`src/source/core_settings.svh`:
```
`ifndef CORE_SETTINGS_SVH
`define CORE_SETTINGS_SVH

// data and address width
`define CORE_XLEN 32

// unified memory depth in 32-bit words
`define CORE_MEM_WORDS 256

// architectural registers, x0 included
`define CORE_REG_COUNT 32

// address of the first instruction after reset
`define CORE_RESET_PC 32'h0000_0000

`endif

```
`src/source/core_pkg.sv`:
```
`default_nettype none

package core_pkg;

    // one-hot stage, idle is the all-zero state after reset
    typedef enum logic [5:0] {
        stage_idle       = 6'b000000,
        stage_fetch      = 6'b000001,
        stage_decode     = 6'b000010,
        stage_read       = 6'b000100,
        stage_execute    = 6'b001000,
        stage_memory     = 6'b010000,
        stage_write_back = 6'b100000
    } stage_e;

    // the compare operations only drive branch_taken
    typedef enum logic [3:0] {
        alu_add,
        alu_sub,
        alu_sll,
        alu_slt,
        alu_sltu,
        alu_xor,
        alu_srl,
        alu_sra,
        alu_or,
        alu_and,
        alu_eq,
        alu_ne,
        alu_lt,
        alu_ge
    } alu_op_e;

    typedef enum logic [1:0] {
        wb_alu,
        wb_imm,
        wb_mem,
        wb_pc_plus_4
    } wb_src_e;

    typedef enum logic [1:0] {
        pc_seq,
        pc_branch,  // pc + imm when taken
        pc_jal,
        pc_jalr     // rs1 + imm, bit 0 cleared
    } pc_src_e;

endpackage

`default_nettype wire

```
`src/source/program_counter.sv`:
```
`timescale 1ns/10ps
`default_nettype none
`include "core_settings.svh"

module program_counter (
    input  wire                     clk,
    input  wire                     reset,
    input  wire                     wb_en,
    input  wire core_pkg::pc_src_e  pc_src,
    input  wire                     branch_taken,
    input  wire [`CORE_XLEN-1:0]    imm,
    input  wire [`CORE_XLEN-1:0]    alu_result,
    output logic [`CORE_XLEN-1:0]   pc,
    output logic [`CORE_XLEN-1:0]   pc_plus_4,
    output logic                    fault
);

    logic [`CORE_XLEN-1:0] target;  // branch and jal target
    logic [`CORE_XLEN-1:0] next_pc;

    assign pc_plus_4 = pc + `CORE_XLEN'd4;
    assign target    = pc + imm;

    always_comb begin
        case (pc_src)
            core_pkg::pc_branch: next_pc = branch_taken ? target : pc_plus_4;
            core_pkg::pc_jal:    next_pc = target;
            core_pkg::pc_jalr:   next_pc = {alu_result[`CORE_XLEN-1:1], 1'b0};
            default:             next_pc = pc_plus_4;
        endcase
    end

    // no compressed instructions, so every target is word aligned
    assign fault = wb_en & (next_pc[1:0] != 2'b00);

    always_ff @(posedge clk) begin
        if (reset) begin
            pc <= `CORE_RESET_PC;
        end else if (wb_en && !fault) begin
            pc <= next_pc;  // a bad target leaves pc on the faulting instruction
        end
    end

endmodule

`default_nettype wire

```
`config.mk`:
```
export PLATFORM = sky130hd
export DESIGN_NAME = program_counter
export DESIGN_NICKNAME = d
export VERILOG_FILES = /design/src/source/core_pkg.sv /design/src/source/program_counter.sv
export VERILOG_INCLUDE_DIRS = /design/src /design/src/source
export SDC_FILE = /design/constraint.sdc
export NUM_CORES = 1
export LEC_CHECK = 0
export BUFFER_PORTS_ARGS = -buffer_cell sky130_fd_sc_hd__buf_2
export CORE_MARGIN = 1
export CORE_UTILIZATION = 45
export DETAILED_ROUTE_END_ITERATION = 16
export GPL_ROUTABILITY_DRIVEN = 1
export GPL_TIMING_DRIVEN = 0
export PLACE_DENSITY = 0.78
export SKIP_CTS_REPAIR_TIMING = 1
export SLEW_MARGIN = 25
export SYNTH_ARGS = -nofsm -noshare
export SYNTH_HDL_FRONTEND = slang
export SYNTH_SLANG_ARGS = --single-unit
```
`constraint.sdc`:
```
create_clock -name clk -period 6.5 [get_ports clk]
set_input_delay 0.65 -clock clk [delete_from_list [all_inputs] [get_ports clk]]
set_output_delay 0.65 -clock clk [all_outputs]
set_load 0.01 [all_outputs]
```
### Word-level counts from Yosys, hierarchy flattened

Cells that the tools add are included.

| storage, ports and cells | value |
|---|---|
| output and inout bits | 65 |
| input bits | 70 |
| bits in registers | 32 |

| cells by class | value |
|---|---|
| bitwise logic cells | 1 |
| reduce and logical (&&, ||, !) cells | 3 |
| eq/ne operators | 3 |
| multiplexer cells | 2 |
| add/subtract/negate cells | 2 |

Operator list:

| operator | count |
|---|---|
| 32-bit one-hot mux with 3 select lines | 1 |
| 32-bit by 3-bit adder with 32-bit output, second input constant | 1 |
| 32-bit adder | 1 |
| 32-bit two-way mux | 1 |
| 2-bit equality test, second input constant | 2 |
| 2-bit by 1-bit equality test with 1-bit output, second input constant | 1 |
| 2-bit nonzero test | 1 |
| 1-bit bitwise AND | 1 |
| 1-bit logical AND | 1 |
| 1-bit zero test | 1 |

### Longest topological paths before layout

| depth | value |
|---|---|
| depth in word-level cells | 7 |
| gate-level depth with buffers | 11 |
| mapped depth without buffers | 10 |

### Least setup slack after synthesis

OpenSTA, ideal clock, no wires.

| path | value |
|---|---|
| path kind | input port to flip-flop |
| start | in imm[0] |
| end | reg pc[17] |
| arrival time | 2.626 ns |
| data required time | 6.366 ns |
| setup slack | 3.740 ns |
| stages | 8 |
| setup time | 0.134 ns |
| path buffers | 1 |
| cells stage by stage | ha_1 -> fa_1 -> or2_2 -> a221oi_2 -> nand2_1 -> buf_2 -> a2111oi_0 -> a21boi_1 |

| on the way | value |
|---|---|
| cells in the longest elaborated chain, start to end | 7 |

RTL lines:

| what | line | text |
|---|---|---|
| from (decl) | program_counter.sv:11 | `` input wire [`CORE_XLEN-1:0] imm, `` |
| 32-bit adder (*) | program_counter.sv:22 | `assign target = pc + imm;` |
| 32-bit two-way mux | program_counter.sv:26 | `core_pkg::pc_branch: next_pc = branch_taken ? target : pc_plus_4;` |
| 32-bit one-hot mux with 3 select lines (*) | program_counter.sv:25 | `case (pc_src)` |
| 2-bit nonzero test | program_counter.sv:34 | `assign fault = wb_en & (next_pc[1:0] != 2'b00);` |
| 1-bit bitwise AND | program_counter.sv:34 |  |
| 1-bit zero test | program_counter.sv:39 | `end else if (wb_en && !fault) begin` |
| 1-bit logical AND | program_counter.sv:39 |  |
| to (signal assigned) | program_counter.sv:38 | `` pc <= `CORE_RESET_PC; `` |
| to (signal assigned) | program_counter.sv:40 | `pc <= next_pc;` |
| to (decl) | program_counter.sv:13 | `` output logic [`CORE_XLEN-1:0] pc, `` |

Mark *: on every way between the ends. The rest lies on a longest branch, timed or not.
A chain may end at the register's enable or synchronous reset.

### Worst setup path in the final report

| path | value |
|---|---|
| start | in imm[0] |
| end | reg pc[30] |

The elaborated chain is that of the path after synthesis.

==> results.md <==
* Status: finished, final reports clean
* Max-slew violations at 0
* #FFs+latches synth at 32
* Max FO, Critical Path at 3
* F_max at 325.2 MHz
* Top reg by flops: pc
* Hold Crit Start: pc[0]
* Hold path endpoint: pc[0]
* Iter 0 DRT Violations at 417
* Seq/Total Area, Yosys at 16.15%
* Worst R2R Setup Slack at 3520 ps
* GRT Util Overall at 30.14%
* RSZ-0062 raised after global routing: no
* Post-synth ARST share at 0%
* Total I/O pin count at 135
* Post-DRT Antenna Nets at 0
* Combinational power share at 51.8%
* Grt ovf at 0
* Final setup viols at 0
* DIE HEIGHT at 95.90 um
* Max FFs per register at 32
* H-tree levels at 2
* Commonest register cell after synthesis: dfxtp_1
* Int Pwr at 0.4690 mW
* Clock root buffer: clkbuf_8
* Clock latency on the worst-skew pair at 290 ps
* Buf/Inv on CP at 1
* Core area at 8382 um^2
* Placed cell count at 752
* Vias after detailed routing at 4753
* Final GP Congestion at 0.9346
* Synth warnings at 0
* Crit path capture type: flip-flop
* Dominant cells by area after synthesis: dfxtp_1, ha_1, xnor2_1, a21oi_1, nor2_1
* Clock share of power at 18.0%
* Num CTS Buffers at 5
* PwrDens at 174.8 nW/um^2
* Slowest-stage cell, CP: fa_1
* WL final at 13960 um
* Post-route clock period utilization at 47.31%
* Slew @ Worst Pin at 1012 ps
* Final Hold Vio Count at 0
* Die W at 95.90 um
* Initial antenna violation count at 0
* Wire length per cell at 18.39 um
* Crit path max-delay family: compound AO/OA/AOI/OAI gates
* Remaining DRCs at 0
* Largest net degree at the start of global routing at 11
* R2R Path Start: pc[0]
* Clock transition at path regs at 70 ps
* Crit path time final at 3075 ps
* Synthesized area per cell at 7.674 um^2
* Largest regs: pc (32)
* CP cell instances: buf_2 > ha_1 > fa_1 > a211oi_1 > o21ai_1 > nand3_1 > and2_1 > o21ai_2 > a41oi_1 > xor2_1 > o22ai_1
* Share of the synthesized area in the top cell type at 16.15%
* Final Net Count at 757
* Crit path DAT at 3240 ps
* Unique masters post-synth at 68
* P_leak at 2.281 nW
* VDD IR max at 0.08962 mV
* Most instantiated cells after synthesis: nor2_1, a21oi_1, xnor2_1
* Post-Synthesis Cells at 517
* Most area-hungry cell type in the Yosys netlist: dfxtp_1
* Hold Path Class: flip-flop to flip-flop
* Share of cells above drive strength 1 at 26.15%
* First-pass GRT wire length at 21230 um
* CP required at 6660 ps
* Via density at 6.262
* Worst Skew at 4.506 ps
* Area Growth Syn to Fin at 21.67%
* Post-synthesis cell area at 3968 um^2
* Fin Setup TNS at 0 ps
* Max-cap violations at 0
* Starting Density at 47.34%
* CTS max path bufs at 2
* R2R Path End: pc[30]
* Switching power at 0.3746 mW
* CTS sink cnt at 32
* Switching Fraction at 44.40%
* Worst path max stage delay at 440 ps
* Post-DP HPWL at 10740 um
* N_diodes at 0
* Hold path cells at 1
* Post-synth EDFFs at 0
* CP Launch Type: primary input
* Vias in the first global route at 4250
* PortBufs at 130
* Setup Crit Path Kind: primary input to flip-flop
* Filler instances at 814
* DR pass1 iterations at 9
* Syn Nets at 620
* Finished Layout Cells at 759
* Row count at 33
* CTS tree: built
* Fraction of power consumed by sequential logic at 30.2%
* Worst R2R Path Depth at 10
* Count leader, synth: nor2_1
* Die ar. at 9196 um^2
* Slew headroom at 32.51%
==> power groups by stage <==
stage / clock [mW] / sequential (mW) / combinational, mW
floorplan: 0 / 0.256 / 0.287
global placement: 0 / 0.257 / 0.417
detailed placement: 0 / 0.257 / 0.425
CTS: 0.151 / 0.253 / 0.427
global route: 0.159 / 0.258 / 0.475
finish: 0.152 / 0.255 / 0.437
==> per-stage QoR <==
step                hold WS [ps]  utilization, %  power [mW]  setup WS [ps]  area (um^2)
global route               579.2           57.59      0.8923           3294         4827
CTS                        557.9           57.59      0.8317           3519         4827
finish                     563.3           57.59      0.8436           3425         4827
detailed placement         543.1           56.67      0.6821           3213         4750
floorplan                  540.9               -      0.5432           3740         3968
global placement           529.6           56.67      0.6740           3295         4750
==> placed cells by master (no fill, tap or decap), types with 5 or more instances in the layout <==
cell type	count
a211oi_1	15
a21o_1	19
a21oi_1	40
a221o_1	10
a221oi_1	9
a222oi_1	7
a31oi_1	5
and3_1	9
buf_2	136
buf_4	5
clkbuf_1	22
clkbuf_8	5
dfxtp_1	32
ha_1	32
inv_1	10
nand2_1	29
nand2b_1	5
nand3_1	18
nand4_1	13
nor2_1	43
nor3_1	23
o21ai_0	23
o21bai_1	12
o32ai_1	5
xnor2_1	36
xor2_1	14
==> worst register-to-register path: stages, from the launching register on <==
cell	delay, ps
dfxtp_1	360
ha_1	250
fa_1	440
a211oi_1	390
o21ai_1	220
nand3_1	160
and2_1	230
o21ai_2	130
a41oi_1	400
xor2_1	190
o22ai_1	90
==> area by class of cell <==
class,instances,area [um^2],share of cell area [%]
multi-input combinational,440,3123,64.70
inverter,10,37.54,0.7776
clock buffer,6,72.57,1.503
tap,105,131.4,2.722
clock inverter,1,5.005,0.1037
buffer,35,166.4,3.447
sequential,32,640.6,13.27
timing repair buffer,130,650.6,13.48
==> logic make-up after synthesis <==
group | after synthesis | share of synthesized area [%]
AO/OA/AOI/OAI | 186 | 33.96
AND/OR/NAND/NOR | 165 | 21.41
XOR/XNOR | 51 | 11.45
buffers and inverters | 45 | 5.140
adder cells (fa/ha/maj) | 33 | 10.60
flip-flops | 32 | 16.15
multiplexers | 5 | 1.293
==> metal layers <==
layer  global-route usage, %  up-vias  part of all wire, %
li1                        -     2254                    -
met1                   41.04     2209                   42
met2                   48.81      270                   46
met3                   5.055       20                  9.6
met4                   8.458        0                  1.5
met5                       0        -                    0
==> worst max path at each step <==
| stage | start | end | slack (ps) | cells after the start |
|---|---|---|---|---|
| after floorplan | imm[0] | pc[17] | 3740 | 8 |
| after global placement | imm[0] | pc[30] | 3290 | 11 |
| after detailed placement | imm[0] | pc[30] | 3210 | 11 |
| after CTS | imm[0] | pc[30] | 3520 | 11 |
| after global routing | imm[0] | pc[30] | 3290 | 11 |
| final | imm[0] | pc[30] | 3420 | 11 |
No activity file was read; power rests on OpenSTA's default activity.
