$ cat src/source/core_settings.svh
`ifndef CORE_SETTINGS_SVH
`define CORE_SETTINGS_SVH

// data and address width
`define CORE_XLEN 32

// unified memory depth in 32-bit words
`define CORE_MEM_WORDS 256

// architectural registers, x0 included
`define CORE_REG_COUNT 32

// address of the first instruction after reset
`define CORE_RESET_PC 32'h0000_0000

`endif

$ cat src/source/core_pkg.sv
`default_nettype none

package core_pkg;

    // one-hot stage, idle is the all-zero state after reset
    typedef enum logic [5:0] {
        stage_idle       = 6'b000000,
        stage_fetch      = 6'b000001,
        stage_decode     = 6'b000010,
        stage_read       = 6'b000100,
        stage_execute    = 6'b001000,
        stage_memory     = 6'b010000,
        stage_write_back = 6'b100000
    } stage_e;

    // the compare operations only drive branch_taken
    typedef enum logic [3:0] {
        alu_add,
        alu_sub,
        alu_sll,
        alu_slt,
        alu_sltu,
        alu_xor,
        alu_srl,
        alu_sra,
        alu_or,
        alu_and,
        alu_eq,
        alu_ne,
        alu_lt,
        alu_ge
    } alu_op_e;

    typedef enum logic [1:0] {
        wb_alu,
        wb_imm,
        wb_mem,
        wb_pc_plus_4
    } wb_src_e;

    typedef enum logic [1:0] {
        pc_seq,
        pc_branch,  // pc + imm when taken
        pc_jal,
        pc_jalr     // rs1 + imm, bit 0 cleared
    } pc_src_e;

endpackage

`default_nettype wire

$ cat src/source/alu.sv
`timescale 1ns/10ps
`default_nettype none
`include "core_settings.svh"

module alu (
    input  wire                     clk,
    input  wire                     reset,
    input  wire                     alu_en,
    input  wire core_pkg::alu_op_e  alu_op,
    input  wire [`CORE_XLEN-1:0]    a,
    input  wire [`CORE_XLEN-1:0]    b,
    output logic [`CORE_XLEN-1:0]   result,
    output logic                    branch_taken
);

    localparam int shamt_bits = $clog2(`CORE_XLEN);

    logic [`CORE_XLEN-1:0] op_result;
    logic                  taken;
    logic [shamt_bits-1:0] shamt;

    assign shamt = b[shamt_bits-1:0];

    always_comb begin
        op_result = a + b;  // compares keep the sum
        taken     = 1'b0;
        case (alu_op)
            core_pkg::alu_sub:  op_result = a - b;
            core_pkg::alu_sll:  op_result = a << shamt;
            core_pkg::alu_slt:  op_result = `CORE_XLEN'($signed(a) < $signed(b));
            core_pkg::alu_sltu: op_result = `CORE_XLEN'(a < b);
            core_pkg::alu_xor:  op_result = a ^ b;
            core_pkg::alu_srl:  op_result = a >> shamt;
            core_pkg::alu_sra:  op_result = $signed(a) >>> shamt;
            core_pkg::alu_or:   op_result = a | b;
            core_pkg::alu_and:  op_result = a & b;
            core_pkg::alu_eq:   taken = a == b;
            core_pkg::alu_ne:   taken = a != b;
            core_pkg::alu_lt:   taken = $signed(a) < $signed(b);
            core_pkg::alu_ge:   taken = $signed(a) >= $signed(b);
            default:            op_result = a + b;
        endcase
    end

    always_ff @(posedge clk) begin
        if (reset) begin
            branch_taken <= 1'b0;
        end else if (alu_en) begin
            branch_taken <= taken;
        end
    end

    always_ff @(posedge clk) begin
        if (alu_en) begin
            result <= op_result;
        end
    end

    // decoder only hands out the 14 defined operations
    op_defined: assert property (
        @(posedge clk) disable iff (reset) alu_en |-> alu_op <= core_pkg::alu_ge
    );

endmodule

`default_nettype wire

$ cat config.mk
export PLATFORM = sky130hd
export DESIGN_NAME = alu
export DESIGN_NICKNAME = d
export VERILOG_FILES = /design/src/source/core_pkg.sv /design/src/source/alu.sv
export VERILOG_INCLUDE_DIRS = /design/src /design/src/source
export SDC_FILE = /design/constraint.sdc
export NUM_CORES = 1
export LEC_CHECK = 0
export ABC_AREA = 1
export BUFFER_PORTS_ARGS = -buffer_cell sky130_fd_sc_hd__buf_4
export CORE_MARGIN = 5
export CORE_UTILIZATION = 35
export DETAILED_ROUTE_END_ITERATION = 10
export GPL_TIMING_DRIVEN = 0
export SLEW_MARGIN = 20
export SYNTH_ARGS = -nofsm -noshare
export SYNTH_HDL_FRONTEND = slang
export SYNTH_SLANG_ARGS = --single-unit
$ cat constraint.sdc
create_clock -name clk -period 2.45 [get_ports clk]
set_input_delay 0.1225 -clock clk [delete_from_list [all_inputs] [get_ports clk]]
set_output_delay 0.1225 -clock clk [all_outputs]
set_load 0.005 [all_outputs]
Yosys cells after proc, flatten, opt, wreduce, memory -nomap -nowiden
Index checks and enable logic that the tools add are counted. Widths: inputs -> output; s select.

Register bits: 33. Bits of input ports: 71. Output and inout port bits: 33. Logic and storage cells: 30.

Add/sub/neg operators: 2. Magnitude comparators: 3. Equal/unequal tests: 15. Shift operators: 3. Muxes and demuxes: 2. Bitwise operators: 3.

Operators with widths (count): $pmux 32 s9 (1); $lt 32x32->1 (2); $add 32x32->32 (1); $and 32x32->32 (1); $eq 32x32->1 (1); $ge 32x32->1 (1); $ne 32x32->1 (1); $or 32x32->32 (1); $shl 32x5->32 (1); $shr 32x5->32 (1); $sshr 32x5->32 (1); $sub 32x32->32 (1); $xor 32x32->32 (1); $eq 4x4->1 const B (6); $eq 4x3->1 const B (4); $eq 4x2->1 const B (2); $eq 4x1->1 const B (1); $pmux 1 s4 (1).

Depth between registers and ports, before layout
Depth in word-level cells: 2. Gate-level depth with buffers: 23. Depth with buffers taken out: 19.

Worst setup path after synthesis
No wires, ideal clock.

Path kind: input -> register. Start point: input b[3]. End point: register result[26], data pin. Library setup time: 0.264 ns. Arrival time: 2.351 ns. Data required time: 2.186 ns. Setup slack: -0.165 ns. Cell stages on the path: 15. Buffers on the path: 3. Path through: inv_1 > clkbuf_1 > clkbuf_1 > ha_1 > buf_2 > a21oi_1 > o21ai_2 > a21oi_1 > inv_1 > nand3_1 > nand4_1 > nand2_1 > nand3_1 > nand3_1 > nand3_1.

Longest elaborated chain between the ends: 2. Elaborated cells on any way between the ends: 6. Those cells by class: add/sub: 2; shift: 3; mux: 1.

RTL lines: from (decl) (RTL line alu.sv:11) `` input wire [`CORE_XLEN-1:0] b, ``; $add 32x32->32, or another cell as far along (RTL line alu.sv:25, alu.sv:41); $pmux 32 s9 (*) (RTL line alu.sv:27) `case (alu_op)`; via op_result[26] (RTL line alu.sv:18) `` logic [`CORE_XLEN-1:0] op_result; ``; to (signal assigned) (RTL line alu.sv:55) `result <= op_result;`; to (decl) (RTL line alu.sv:12) `` output logic [`CORE_XLEN-1:0] result, ``.

The timed path passes the listed nets; every way through them passes the cells marked *. A chain may end at the register's enable or synchronous reset.

Worst setup path in the final report
Start point: input a[13]. End point: register result[21], data pin.

Longest elaborated chain between the ends: 2. Elaborated cells on any way between the ends: 6. Those cells by class: add/sub: 2; shift: 3; mux: 1.

RTL lines: from (decl) (RTL line alu.sv:10) `` input wire [`CORE_XLEN-1:0] a, ``; $add 32x32->32, or another cell as far along (RTL line alu.sv:25, alu.sv:41); $pmux 32 s9 (*) (RTL line alu.sv:27); via op_result[21] (RTL line alu.sv:18).

Marks and branches as above.

==> summary.md <==
| Metric | Value |
|---|---|
| Outcome | `finished with violations` |
| Violated checks | `setup timing` |
| IO Count | `104` |
| Area of the mapped netlist | `10100 um2` |
| PwrDens | `346 nW/um2` |
| Nets | `2058` |
| Clk_skew | `0 ps` |
| Worst r2r path cells | `2` |
| Die H | `roughly 180 um` |
| Max Transition Viols Final | `0` |
| Clk Latency, worst-skew pair | `290 ps` |
| Final instance area | `between 10000 and 15000 um2` |
| Sequential cell area | `981 um2` |
| Starting Density | `35.4%` |
| CP Launch Type | `primary input` |
| Most frequent cell after synthesis | `nand2_1` |
| Post-synth EDFFs | `32` |
| Slew Limit Headroom | `around two fifths` |
| Crit path DAT | `2430 ps` |
| CTS tree | `done` |
| Met3 usage | `around 7.4%` |
| NetSw | `2190 uW` |
| Final setup margin | `-17.1 ps` |
| WHS | `302 ps` |
| Gate Count Post-Synth | `~1800` |
| Dpl hpwl | `around 50 mm` |
| CP max FO | `7` |
| Slew @ Worst Pin | `approximately 910 ps` |
| Required @ worst endpoint | `about 2400 ps` |
| Fraction of registers with async set/reset | `0%` |
| Core Area | `28600 um2` |
| Cell taking the most area after synthesis | `nand2_1` |
| Part of the cycle the worst path needs | `101%` |
| Worst VDD drop | `0.245 mV` |
| Sequential-to-total area share from yosys stat | `9.69%` |
| Largest net degree at the start of global routing | `35` |
| Detailed-route via count | `about 13000` |
| Clock root buffer | `clkbuf_16` |
| Antenna violations before repair | `0` |
| Final setup fails | `1` |
| Worst Setup End Kind | `flop` |
| Max cap viols | `0` |
| Placed Area | `11400 um2` |
| GR peak layer | `met2` |
| CTS max path bufs | `2` |
| Total GRT Usage | `34.7%` |
| Worst min path class | `primary input to flop` |
| # fillers | `3261` |
| Clock share of power | `between 10% and 20%` |
| Yosys cell types | `60` |
| Area of the multi-input gates | `8100 um2` |
| Drt wl/cell | `26.2 um` |
| Syn Nets | `1931` |
| Final hold vios | `0` |
| Residual DRC count | `0` |
| Iter 0 DRT Violations | `2111` |
| Met2 usage | `52.2%` |
| Vias in the first global route | `12400` |
| CTS H-tree depth | `2` |
| Top cell type's share of synthesized area | `around 18%` |
| First-pass DRT Iterations | `6` |
| Synth area leaders | `nand2_1 (18%), ha_1 (12%), edfxtp_1 (9.5%), inv_1 (7.5%), o21ai_0 (7.3%)` |
| Total gr overflow | `0` |
| Final Total Pwr | `4200 uW` |
| Leakage | `0.00574 uW` |
| CTS Buf Count | `5` |
| P_int | `2010 uW` |
| Number of routed nets with antenna violations | `0` |
| Share of power burned in registers | `17.7%` |
| Syn-to-layout area delta | `19.9%` |
| Placer Congestion | `1.04` |
| Synth cell count leaders | `nand2_1 (473), inv_1 (202), o21ai_0 (148)` |
| Top FF cell, synth | `edfxtp_1` |
| Syn. warnings | `0` |
| Clk pin slew, worst setup/hold paths | `approximately 60 ps` |
| DIE AREA | `32400 um2` |
| Max frequency | `approximately 0.4 GHz` |
| Port bufs | `103` |
| Placed Cells | `2248` |
| Met1 usage | `slightly below 50%` |
| Ant. Diodes | `0` |
| Share of cells above drive strength 1 | `18.1%` |
| First-pass GRT wire length | `84.2 mm` |
| Pre-CTS setup slack | `-1090 ps` |
| Routed WL | `59.5 mm` |
| Sink Count | `33` |
| Logic pwr share | `67.2%` |
| Mean post-synth cell area | `5.75 um2` |
| DR vias/cell | `5.91` |
| #FFs+latches synth | `33` |
| Post-Layout Cell Count | `2273` |
| Critical Setup Path Class | `primary input to flop` |
| Worst hold stages | `1` |
| Crit path time final | `2470 ps` |
| Cell row count | `62` |
| Sw frac | `52.2%` |
| Die Width | `180 um` |
## power by group through the flow
stage / sequential [uW] / combinational [uW] / clock (uW)
after floorplan: 765 / 1460 / 0
after global placement: 752 / 2530 / 0
after detailed placement: 755 / 2530 / 0
after CTS: 744 / 2650 / 642
after global routing: 750 / 2990 / 672
final: 743 / 2820 / 634
## final cells by class
cell class,instances,area share [%]
tap,384,3.96
multi-input combinational,1412,66.8
clock inverter,1,0.0412
sequential,33,8.08
timing repair buffer,123,7.78
buffer,89,5.19
inverter,224,7.09
clock buffer,7,1.09
## sequential cells by signal, summed over array words and instances (netlist names)
register	cells
branch_taken	1
result	32
## cell families after synthesis
| logic type | after synthesis | synth area share, % |
|---|---|---|
| muxes | 13 | 1.29 |
| AOI/OAI and AO/OA | 495 | 28.6 |
| adders and majority gates | 99 | 12.4 |
| xor gates and xnor gates | 10 | 0.865 |
| DFF | 33 | 9.69 |
| buffers and inverters | 316 | 13.8 |
| and+or+nand+nor | 795 | 33.4 |
## layout by cell type (no fill, tap or decap), types with 6 or more instances in the layout
master and n:
nand2_1 460, inv_1 196, nor2_1 135, o21ai_0 132
a21oi_1 131, buf_4 130, ha_1 94, nand3_1 79
o21ai_1 73, buf_2 33, edfxtp_1 32, o211ai_1 27
inv_2 22, nand4_1 21, nand2_2 19, buf_6 18
clkbuf_1 17, nor2_2 16, o22ai_1 14, o21a_1 14
mux2i_1 13, a21oi_2 13, nand3_2 12, o21bai_1 11
xor2_1 10, a211oi_1 10, nor3_1 10, a221oi_1 9
nor2_4 8, o21ai_2 8, o221ai_1 7, nand2_4 6
buf_1 6, a21oi_4 6, a31oi_1 6
## layer usage
layer,up-vias,share of wire [%],routed length (um)
li1,6133,-,-
met1,6288,42,25200
met2,850,42,24800
met3,153,10,6210
met4,0,5.4,3200
met5,-,0,0
## critical path, cell delays in order
cell and delay (ps):
buf_4 190, inv_1 160, ha_1 440, nand2_1 120, nor2_1 230, inv_1 160, nor3_2 330, nand3_1 160
nand2_2 120, xor2_1 70, nand2_1 70, nand4_1 250
## through the flow
step                setup TNS, ps  util, %
floorplan                       0        -
global placement           -23660     39.8
detailed placement         -23690     39.8
CTS                         -9.30     41.6
global route                 -155     42.4
finish                      -17.1     42.4
## final timing paths
path	startpoint	endpoint	slack, ps
worst max-delay path	a[13]	result[21]	-20
worst min register to register	branch_taken	branch_taken	470
worst min-delay path	alu_en	result[17]	300
worst max register to register	branch_taken	branch_taken	1880
## repair_timing
action | in CTS | in global routing
resized for setup | 77 | 57
endpoints found under the setup margin | 29 | 26
setup buffers | 10 | 9
hold buffers | 1 | 0
pin swaps | 18 | 19
hold endpoints to repair | 1 | 0
Power figures use the tool's default switching activity.
