### src/source/core_settings.svh
`ifndef CORE_SETTINGS_SVH
`define CORE_SETTINGS_SVH

// data and address width
`define CORE_XLEN 32

// unified memory depth in 32-bit words
`define CORE_MEM_WORDS 256

// architectural registers, x0 included
`define CORE_REG_COUNT 32

// address of the first instruction after reset
`define CORE_RESET_PC 32'h0000_0000

`endif

### src/source/core_pkg.sv
`default_nettype none

package core_pkg;

    // one-hot stage, idle is the all-zero state after reset
    typedef enum logic [5:0] {
        stage_idle       = 6'b000000,
        stage_fetch      = 6'b000001,
        stage_decode     = 6'b000010,
        stage_read       = 6'b000100,
        stage_execute    = 6'b001000,
        stage_memory     = 6'b010000,
        stage_write_back = 6'b100000
    } stage_e;

    // the compare operations only drive branch_taken
    typedef enum logic [3:0] {
        alu_add,
        alu_sub,
        alu_sll,
        alu_slt,
        alu_sltu,
        alu_xor,
        alu_srl,
        alu_sra,
        alu_or,
        alu_and,
        alu_eq,
        alu_ne,
        alu_lt,
        alu_ge
    } alu_op_e;

    typedef enum logic [1:0] {
        wb_alu,
        wb_imm,
        wb_mem,
        wb_pc_plus_4
    } wb_src_e;

    typedef enum logic [1:0] {
        pc_seq,
        pc_branch,  // pc + imm when taken
        pc_jal,
        pc_jalr     // rs1 + imm, bit 0 cleared
    } pc_src_e;

endpackage

`default_nettype wire

### src/source/instruction_decode.sv
`timescale 1ns/10ps
`default_nettype none
`include "core_settings.svh"

module instruction_decode (
    input  wire                                 clk,
    input  wire                                 reset,
    input  wire                                 decode_en,
    input  wire [`CORE_XLEN-1:0]                instr,
    output logic [$clog2(`CORE_REG_COUNT)-1:0]  rs1,
    output logic [$clog2(`CORE_REG_COUNT)-1:0]  rs2,
    output logic [$clog2(`CORE_REG_COUNT)-1:0]  rd,
    output logic [`CORE_XLEN-1:0]               imm,
    output core_pkg::alu_op_e                   alu_op,
    output logic                                alu_a_pc,
    output logic                                alu_b_imm,
    output logic                                reads_regs,  // valid during decode
    output logic                                uses_mem,
    output logic                                mem_write,
    output logic                                reg_write,
    output core_pkg::wb_src_e                   wb_src,
    output core_pkg::pc_src_e                   pc_src,
    output logic                                fault
);

    typedef enum logic [6:0] {
        op_lui    = 7'b0110111,
        op_auipc  = 7'b0010111,
        op_jal    = 7'b1101111,
        op_jalr   = 7'b1100111,
        op_branch = 7'b1100011,
        op_load   = 7'b0000011,
        op_store  = 7'b0100011,
        op_imm    = 7'b0010011,
        op_reg    = 7'b0110011
    } opcode_e;

    logic [2:0]            funct3;
    logic [6:0]            funct7;
    logic                  funct7_ok;
    logic [`CORE_XLEN-1:0] imm_i, imm_s, imm_b, imm_u, imm_j;
    logic [`CORE_XLEN-1:0] next_imm;
    core_pkg::alu_op_e     arith_op;
    core_pkg::alu_op_e     next_alu_op;
    core_pkg::wb_src_e     next_wb_src;
    core_pkg::pc_src_e     next_pc_src;
    logic                  next_a_pc, next_b_imm, next_uses_mem, next_mem_write;
    logic                  next_reg_write, illegal;

    assign funct3 = instr[14:12];
    assign funct7 = instr[31:25];
    // 0100000 only for sub and sra
    assign funct7_ok = (funct7 == 7'b0) ||
                       (funct7 == 7'b0100000 && (funct3 == 3'b000 || funct3 == 3'b101));

    assign imm_i = {{(`CORE_XLEN-12){instr[31]}}, instr[31:20]};
    assign imm_s = {{(`CORE_XLEN-12){instr[31]}}, instr[31:25], instr[11:7]};
    assign imm_b = {{(`CORE_XLEN-13){instr[31]}}, instr[31], instr[7], instr[30:25],
                    instr[11:8], 1'b0};
    assign imm_u = {instr[31:12], 12'b0};
    assign imm_j = {{(`CORE_XLEN-21){instr[31]}}, instr[31], instr[19:12], instr[20],
                    instr[30:21], 1'b0};

    // shared by op and op-imm, instr[5] tells them apart
    always_comb begin
        case (funct3)
            3'b000:  arith_op = (instr[5] && instr[30]) ? core_pkg::alu_sub : core_pkg::alu_add;
            3'b001:  arith_op = core_pkg::alu_sll;
            3'b010:  arith_op = core_pkg::alu_slt;
            3'b011:  arith_op = core_pkg::alu_sltu;
            3'b100:  arith_op = core_pkg::alu_xor;
            3'b101:  arith_op = instr[30] ? core_pkg::alu_sra : core_pkg::alu_srl;
            3'b110:  arith_op = core_pkg::alu_or;
            default: arith_op = core_pkg::alu_and;
        endcase
    end

    always_comb begin
        next_alu_op    = core_pkg::alu_add;
        next_a_pc      = 1'b0;
        next_b_imm     = 1'b1;
        reads_regs     = 1'b1;
        next_uses_mem  = 1'b0;
        next_mem_write = 1'b0;
        next_reg_write = 1'b1;
        next_wb_src    = core_pkg::wb_alu;
        next_pc_src    = core_pkg::pc_seq;
        next_imm       = imm_i;
        illegal        = 1'b0;
        case (opcode_e'(instr[6:0]))
            op_lui: begin
                reads_regs  = 1'b0;
                next_imm    = imm_u;
                next_wb_src = core_pkg::wb_imm;
            end
            op_auipc: begin
                reads_regs = 1'b0;
                next_a_pc  = 1'b1;
                next_imm   = imm_u;
            end
            op_jal: begin
                reads_regs  = 1'b0;
                next_a_pc   = 1'b1;
                next_imm    = imm_j;
                next_wb_src = core_pkg::wb_pc_plus_4;
                next_pc_src = core_pkg::pc_jal;
            end
            op_jalr: begin
                illegal     = funct3 != 3'b000;
                next_wb_src = core_pkg::wb_pc_plus_4;
                next_pc_src = core_pkg::pc_jalr;
            end
            op_branch: begin
                next_b_imm     = 1'b0;
                next_reg_write = 1'b0;
                next_imm       = imm_b;
                next_pc_src    = core_pkg::pc_branch;
                case (funct3)
                    3'b000:  next_alu_op = core_pkg::alu_eq;
                    3'b001:  next_alu_op = core_pkg::alu_ne;
                    3'b100:  next_alu_op = core_pkg::alu_lt;
                    3'b101:  next_alu_op = core_pkg::alu_ge;
                    default: illegal = 1'b1;  // unsigned branches not supported
                endcase
            end
            op_load: begin
                illegal       = funct3 != 3'b010;  // lw only
                next_uses_mem = 1'b1;
                next_wb_src   = core_pkg::wb_mem;
            end
            op_store: begin
                illegal        = funct3 != 3'b010;  // sw only
                next_uses_mem  = 1'b1;
                next_mem_write = 1'b1;
                next_reg_write = 1'b0;
                next_imm       = imm_s;
            end
            op_imm: begin
                next_alu_op = arith_op;
                illegal     = (funct3 == 3'b001 || funct3 == 3'b101) && !funct7_ok;
            end
            op_reg: begin
                next_alu_op = arith_op;
                next_b_imm  = 1'b0;
                illegal     = !funct7_ok;
            end
            default: begin
                reads_regs     = 1'b0;
                next_reg_write = 1'b0;
                illegal        = 1'b1;
            end
        endcase
    end

    always_ff @(posedge clk) begin
        if (reset) begin
            alu_op    <= core_pkg::alu_add;
            alu_a_pc  <= 1'b0;
            alu_b_imm <= 1'b0;
            uses_mem  <= 1'b0;
            mem_write <= 1'b0;
            reg_write <= 1'b0;
            wb_src    <= core_pkg::wb_alu;
            pc_src    <= core_pkg::pc_seq;
            fault     <= 1'b0;
        end else if (decode_en) begin
            alu_op    <= next_alu_op;
            alu_a_pc  <= next_a_pc;
            alu_b_imm <= next_b_imm;
            uses_mem  <= next_uses_mem;
            mem_write <= next_mem_write & !illegal;
            reg_write <= next_reg_write & !illegal;
            wb_src    <= next_wb_src;
            pc_src    <= next_pc_src;
            fault     <= illegal;
        end
    end

    // instruction fields
    always_ff @(posedge clk) begin
        if (decode_en) begin
            rs1 <= instr[19:15];
            rs2 <= instr[24:20];
            rd  <= instr[11:7];
            imm <= next_imm;
        end
    end

endmodule

`default_nettype wire

### config.mk
export PLATFORM = sky130hd
export DESIGN_NAME = instruction_decode
export DESIGN_NICKNAME = d
export VERILOG_FILES = /design/src/source/core_pkg.sv /design/src/source/instruction_decode.sv
export VERILOG_INCLUDE_DIRS = /design/src /design/src/source
export SDC_FILE = /design/constraint.sdc
export NUM_CORES = 1
export LEC_CHECK = 0
export ABC_CLOCK_PERIOD_IN_PS = 4500
export BUFFER_PORTS_ARGS = -buffer_cell sky130_fd_sc_hd__buf_2
export CAP_MARGIN = 20
export CORE_MARGIN = 5
export CORE_UTILIZATION = 25
export DETAILED_ROUTE_END_ITERATION = 16
export REMOVE_ABC_BUFFERS = 1
export SKIP_LAST_GASP = 1
export SYNTH_ARGS = -nofsm -noshare
export SYNTH_HDL_FRONTEND = slang
export SYNTH_SLANG_ARGS = --single-unit
### constraint.sdc
create_clock -name clk -period 4.5 [get_ports clk]
set_clock_uncertainty 0.05 [all_clocks]
set_input_delay 0.9 -clock clk [delete_from_list [all_inputs] [get_ports clk]]
set_output_delay 0.9 -clock clk [all_outputs]
set_load 0.005 [all_outputs]
# Word-level counts from Yosys, hierarchy flattened
# Index checks and enable logic that the tools add are counted.
op_classes:
  add_sub_neg: 0
  n_mul: 0
  n_div: 0
  n_lt_le_gt_ge: 0
  n_eq_ne: 17
  n_shift: 0
  n_mux: 16
  bitwise: 2
  reduce_logical: 21
op_table:
  columns: ["cell", "count"]
  rows:
  - ["31-bit case mux with 4 select lines", 1]
  - ["7-bit by 6-bit equality test with 1-bit output, second input constant", 4]
  - ["4-bit case mux with 7 select lines", 1]
  - ["7-bit equality test, second input constant", 3]
  - ["4-bit case mux with 4 select lines", 1]
  - ["7-bit by 5-bit equality test with 1-bit output, second input constant", 2]
  - ["2-bit case mux with 3 select lines", 2]
  - ["2-bit OR reduction", 6]
  - ["3-bit equality test, second input constant", 3]
  - ["1-bit 2-to-1 mux", 9]
  - ["4-bit case mux with 2 select lines", 1]
  - ["7-bit by 2-bit equality test with 1-bit output, second input constant", 1]
  - ["7-bit logical NOT", 1]
  - ["7-bit OR reduction", 1]
  - ["3-bit by 2-bit equality test with 1-bit output, second input constant", 2]
  - ["1-bit case mux with 6 select lines", 1]
  - ["6-bit OR reduction", 1]
  - ["4-bit OR reduction", 1]
  - ["3-bit by 1-bit equality test with 1-bit output, second input constant", 1]
  - ["1-bit logical AND", 3]
  - ["3-bit logical NOT", 1]
  - ["1-bit logical OR", 3]
  - ["3-bit by 2-bit != test with 1-bit output, second input constant", 1]
  - ["3-bit nonzero test", 1]
  - ["3 further kinds", 5]
word_totals:
  ff_bits: 61
  latch_bits: 0
  ramBits: 0
  romBits: 0
  inputBits: 35
  output_inout_bits: 62
  wordCells: 69
  mem_count: 0

# Longest topological paths before layout
logic_depth:
  depth_word: 9
  depth_mapped: 7
  mapped_depth_nobuf: 5

# Worst setup path before layout
# OpenSTA, ideal clock, no wires.
synth_path:
  path_type: "input to output"
  from: "input instr[2]"
  to: "output reads_regs"
  t_arrival_ns: 1.575
  required_time_ns: 3.550
  slack_ns: 1.975
  path_stages: 3
  path_buffers: 1
  path_cell_list: "clkbuf_1 > or2_2 > a21oi_1"
synth_via:
  elab_chain_cells: 3
  elab_cells_between_ends: 8
  classes_between: "eq/ne (6); mux (1); reduce/logical (1)"
synth_rtl:
  columns: ["element", "line_no", "text"]
  rows:
  - ["start: declaration", "instruction_decode.sv:9", "input wire [`CORE_XLEN-1:0] instr,"]
  - ["7-bit equality test (tied with other cells)", "instruction_decode.sv:90", "case (opcode_e'(instr[6:0]))"]
  - ["6-bit OR reduction (no source line) *", null, null]
  - ["1-bit 2-to-1 mux *", "instruction_decode.sv:90", null]
  - ["end: declaration", "instruction_decode.sv:17", "output logic reads_regs,"]
# Mark *: on every way between the ends. The rest lies on a longest branch, timed or not.

# Worst setup path after layout
layout_path:
  from: "input instr[4]"
  to: "output reads_regs"
# Same word-level chain as after synthesis.

==> metrics.txt <==
outcome finished clean; mapped cell area 2574 sq um; CTS tree yes; H-tree depth 3; wirelength, routed 6771 um; largest net degree at the start of global routing 46; Setup-failing EPs final 0; most used cell, CP buf_2; initial antenna violation count 1; Top FF cell, synth edfxtp_1; Post-Layout Inst Area 3316 sq um; sequential element share of the synthesized area 65.73%; uppermost layer routed met5; row count 37; CORE AREA 10,180 sq um; Hold Crit Class flop to flop; worst-path fanout max 9; Max Cap Viol 0; Synth Area in Adders 0%; FF+latch count, synth between 60 and 70; WL met2 2987 um; drt drc 0; PostCTS Resize Cnt 0; Max-Slew Margin vs Limit 38.44%; worst path cell trace buf_2 -> nand3b_1 -> a21oi_1 -> buf_2; Synth Area in XOR/XNOR 0.3403%; VDD IR max 0.0001016 V; crit-path max cell delay 0.33 ns; startpoint of the worst hold path alu_b_imm$_SDFFE_PP0P_; CTS Buffer Depth 2; Final ANT Viol Nets 0; sw frac about a quarter; number of flops mapped to enable cells by yosys 47; Final Hold Vio Count 0; # hold bufs at CTS 0; Num Clock Sinks 61; Seq pwr share 56.3%; syn_area_per_cell 12.20 sq um; Area after DPL 3168 sq um; vias 1,990; combinational power share 11.0%; grt ovf 0; nature of the critical path endpoint output port; synth warn 0; top area cells in the synthesized netlist edfxtp_1 (55%), dfxtp_1 (11%), a21o_1 (5.8%); Yosys cell types 45; Sequential Area between 1500 and 2000 sq um; post-synth top area share between 50% and 60%; area added between synthesis and finish 28.83%; met3 wire length between 600 and 700 um; Final TNS setup 0 ns; Lkg Pwr 1.430 nW; RSZ-0062 raised after global routing false; mux contribution to synthesized area less than 1%; Clk Latency, worst-skew pair 0.33 ns; Final HPWL DP 4930 um; compound-cell area share of the yosys netlist between 15 and 20%; Max Slew Vio Count 0; Fill cells 1,071; CTS root buffer clkbuf_8; DRT met1 WL a little under 3000 um; P_int 0.8976 mW; main combinational cell family by area after synthesis compound AO/OA/AOI/OAI gates; Yosys top cell by area edfxtp_1; CTS clk-pin slew, worst paths around 0.060 ns; Multi-input gate area 799.5 sq um; start point of the critical path instr[4]; DR pass1 iterations 4; Required @ worst endpoint 3.55 ns; die area ~12,000 sq um; crit path time final 2.829 ns; postcts setup bufs 0; PwrDens 354.5 nW/um^2; Die X-Extent 111.5 um; crit path kind input port to output port; Post-synth ARST share 0%; Port Buffers 96; Clock power frac 32.7%; Starting DRT DRC Count 243; Final GP Congestion 0.8226; Switching Power roughly 0.28 mW; worst r2r src reg_write$_SDFFE_PP0P_; Final Net Count 339; DR vias/cell 4.482; first-pass GRT wire length approximately 11,000 um; # diodes 0; die height 111.5 um; synthesized instance count 211; Post-Synth Simple-Gate Area 14.20%; CTS Buf Count 9; routed length per placed instance 15.25 um; CP max stage cell a21oi_1; critical path arrival 1.88 ns; gr usage total between 10% and 20%; Starting Density 25.27%; share of cells above drive strength 1 37.01%; Period Utilization, post-route 62.87%; Least-Margin Pin Slew 0.9234 ns; Setup crit start kind input port; vias in the first global route 2,029; fmax roughly 0.35 GHz; I/O pin cnt 97
-- synth_stat cells (all sizes together), types with 6 or more instances --
cell type and count:
edfxtp 47, nor2 22, a21o 20, dfxtp 14, clkbuf 13, nand2 12, a21oi 8, o21ai 8
a211oi 6, and2 6, nor3 6
-- cell families after synthesis --
kind of cell / count (synthesis)
multiplexers: 2
XOR/XNOR: 1
flip-flops: 61
buffers and inverters: 19
AO/OA/AOI/OAI: 58
AND/OR/NAND/NOR: 70
-- layout by cell type, fill, tap and decap left out, types with 2 or more instances in the layout --
master,instances
o21ai_0,8
nand2_1,12
nor4_1,2
edfxtp_1,47
o21a_1,2
a31oi_1,4
a211oi_1,6
nor3_1,5
dfxtp_1,14
clkbuf_8,9
inv_1,3
a21oi_1,8
clkinv_1,3
nand3_1,4
nand3b_1,3
nor2_1,22
nand2b_1,4
buf_2,96
clkbuf_1,2
a21o_1,20
and2_1,6
nor3b_1,3
buf_4,2
-- registers in the layout (all words and copies together) (netlist names) --
signal and flops:
imm 32, rd 5, rs1 5, rs2 5
alu_op 4, pc_src 2, wb_src 2, alu_a_pc 1
alu_b_imm 1, fault 1, mem_write 1, reg_write 1
uses_mem 1
-- through the flow --
stage / utilization (%) / hold WS (ns) / cells / total power, mW / worst slack, ns
finish: 32.56 / 0.4166 / 444 / 1.175 / 1.671
global route: 32.56 / 0.4586 / 444 / 1.235 / 1.611
CTS: 32.56 / 0.4217 / 444 / 1.188 / 1.704
detailed placement: 31.11 / 0.4061 / 429 / 0.8053 / 1.415
global placement: 31.11 / 0.4017 / 429 / 0.8026 / 1.587
floorplan: - / 0.4004 / 195 / 0.7148 / 1.940
-- worst paths after layout --
check | to | slack [ns] | cells after the start
worst max-delay path | reads_regs | 1.67 | 4
worst min-delay path | alu_b_imm$_SDFFE_PP0P_ | 0.42 | 2
worst max register to register | reg_write$_SDFFE_PP0P_ | 3.67 | 2
worst min register to register | alu_b_imm$_SDFFE_PP0P_ | 0.42 | 2
-- worst max-delay path: cells and delay by family --
kind / cells / cell delay [ns]
AOI/OAI and AO/OA: 1 / 0.33
buffers and inverters: 2 / 0.32
and+or+nand+nor: 1 / 0.32
-- power by group through the flow --
stage | logic [mW] | clock network (mW) | registers (mW)
floorplan | 0.0350 | 0 | 0.680
global placement | 0.129 | 0 | 0.673
detailed placement | 0.131 | 0 | 0.674
CTS | 0.132 | 0.394 | 0.662
global route | 0.144 | 0.425 | 0.665
finish | 0.130 | 0.384 | 0.662
-- final cells by class --
cell class / count / area share (%)
Clock buffer: 11 / 3.962
Clock inverter: 4 / 0.4906
Inverter: 3 / 0.3396
Multi-Input combinational cell: 131 / 24.11
Sequential cell: 61 / 51.02
Tap cell: 136 / 5.132
Timing Repair Buffer: 98 / 14.94
-- routing by layer --
metal  track usage [%]  up-vias
met5                 0        -
met4             5.921        2
met3             4.674       13
met2             16.57       81
met1             13.39      922
li1                  -      972
Note: power is estimated with default switching activity, not from simulation.
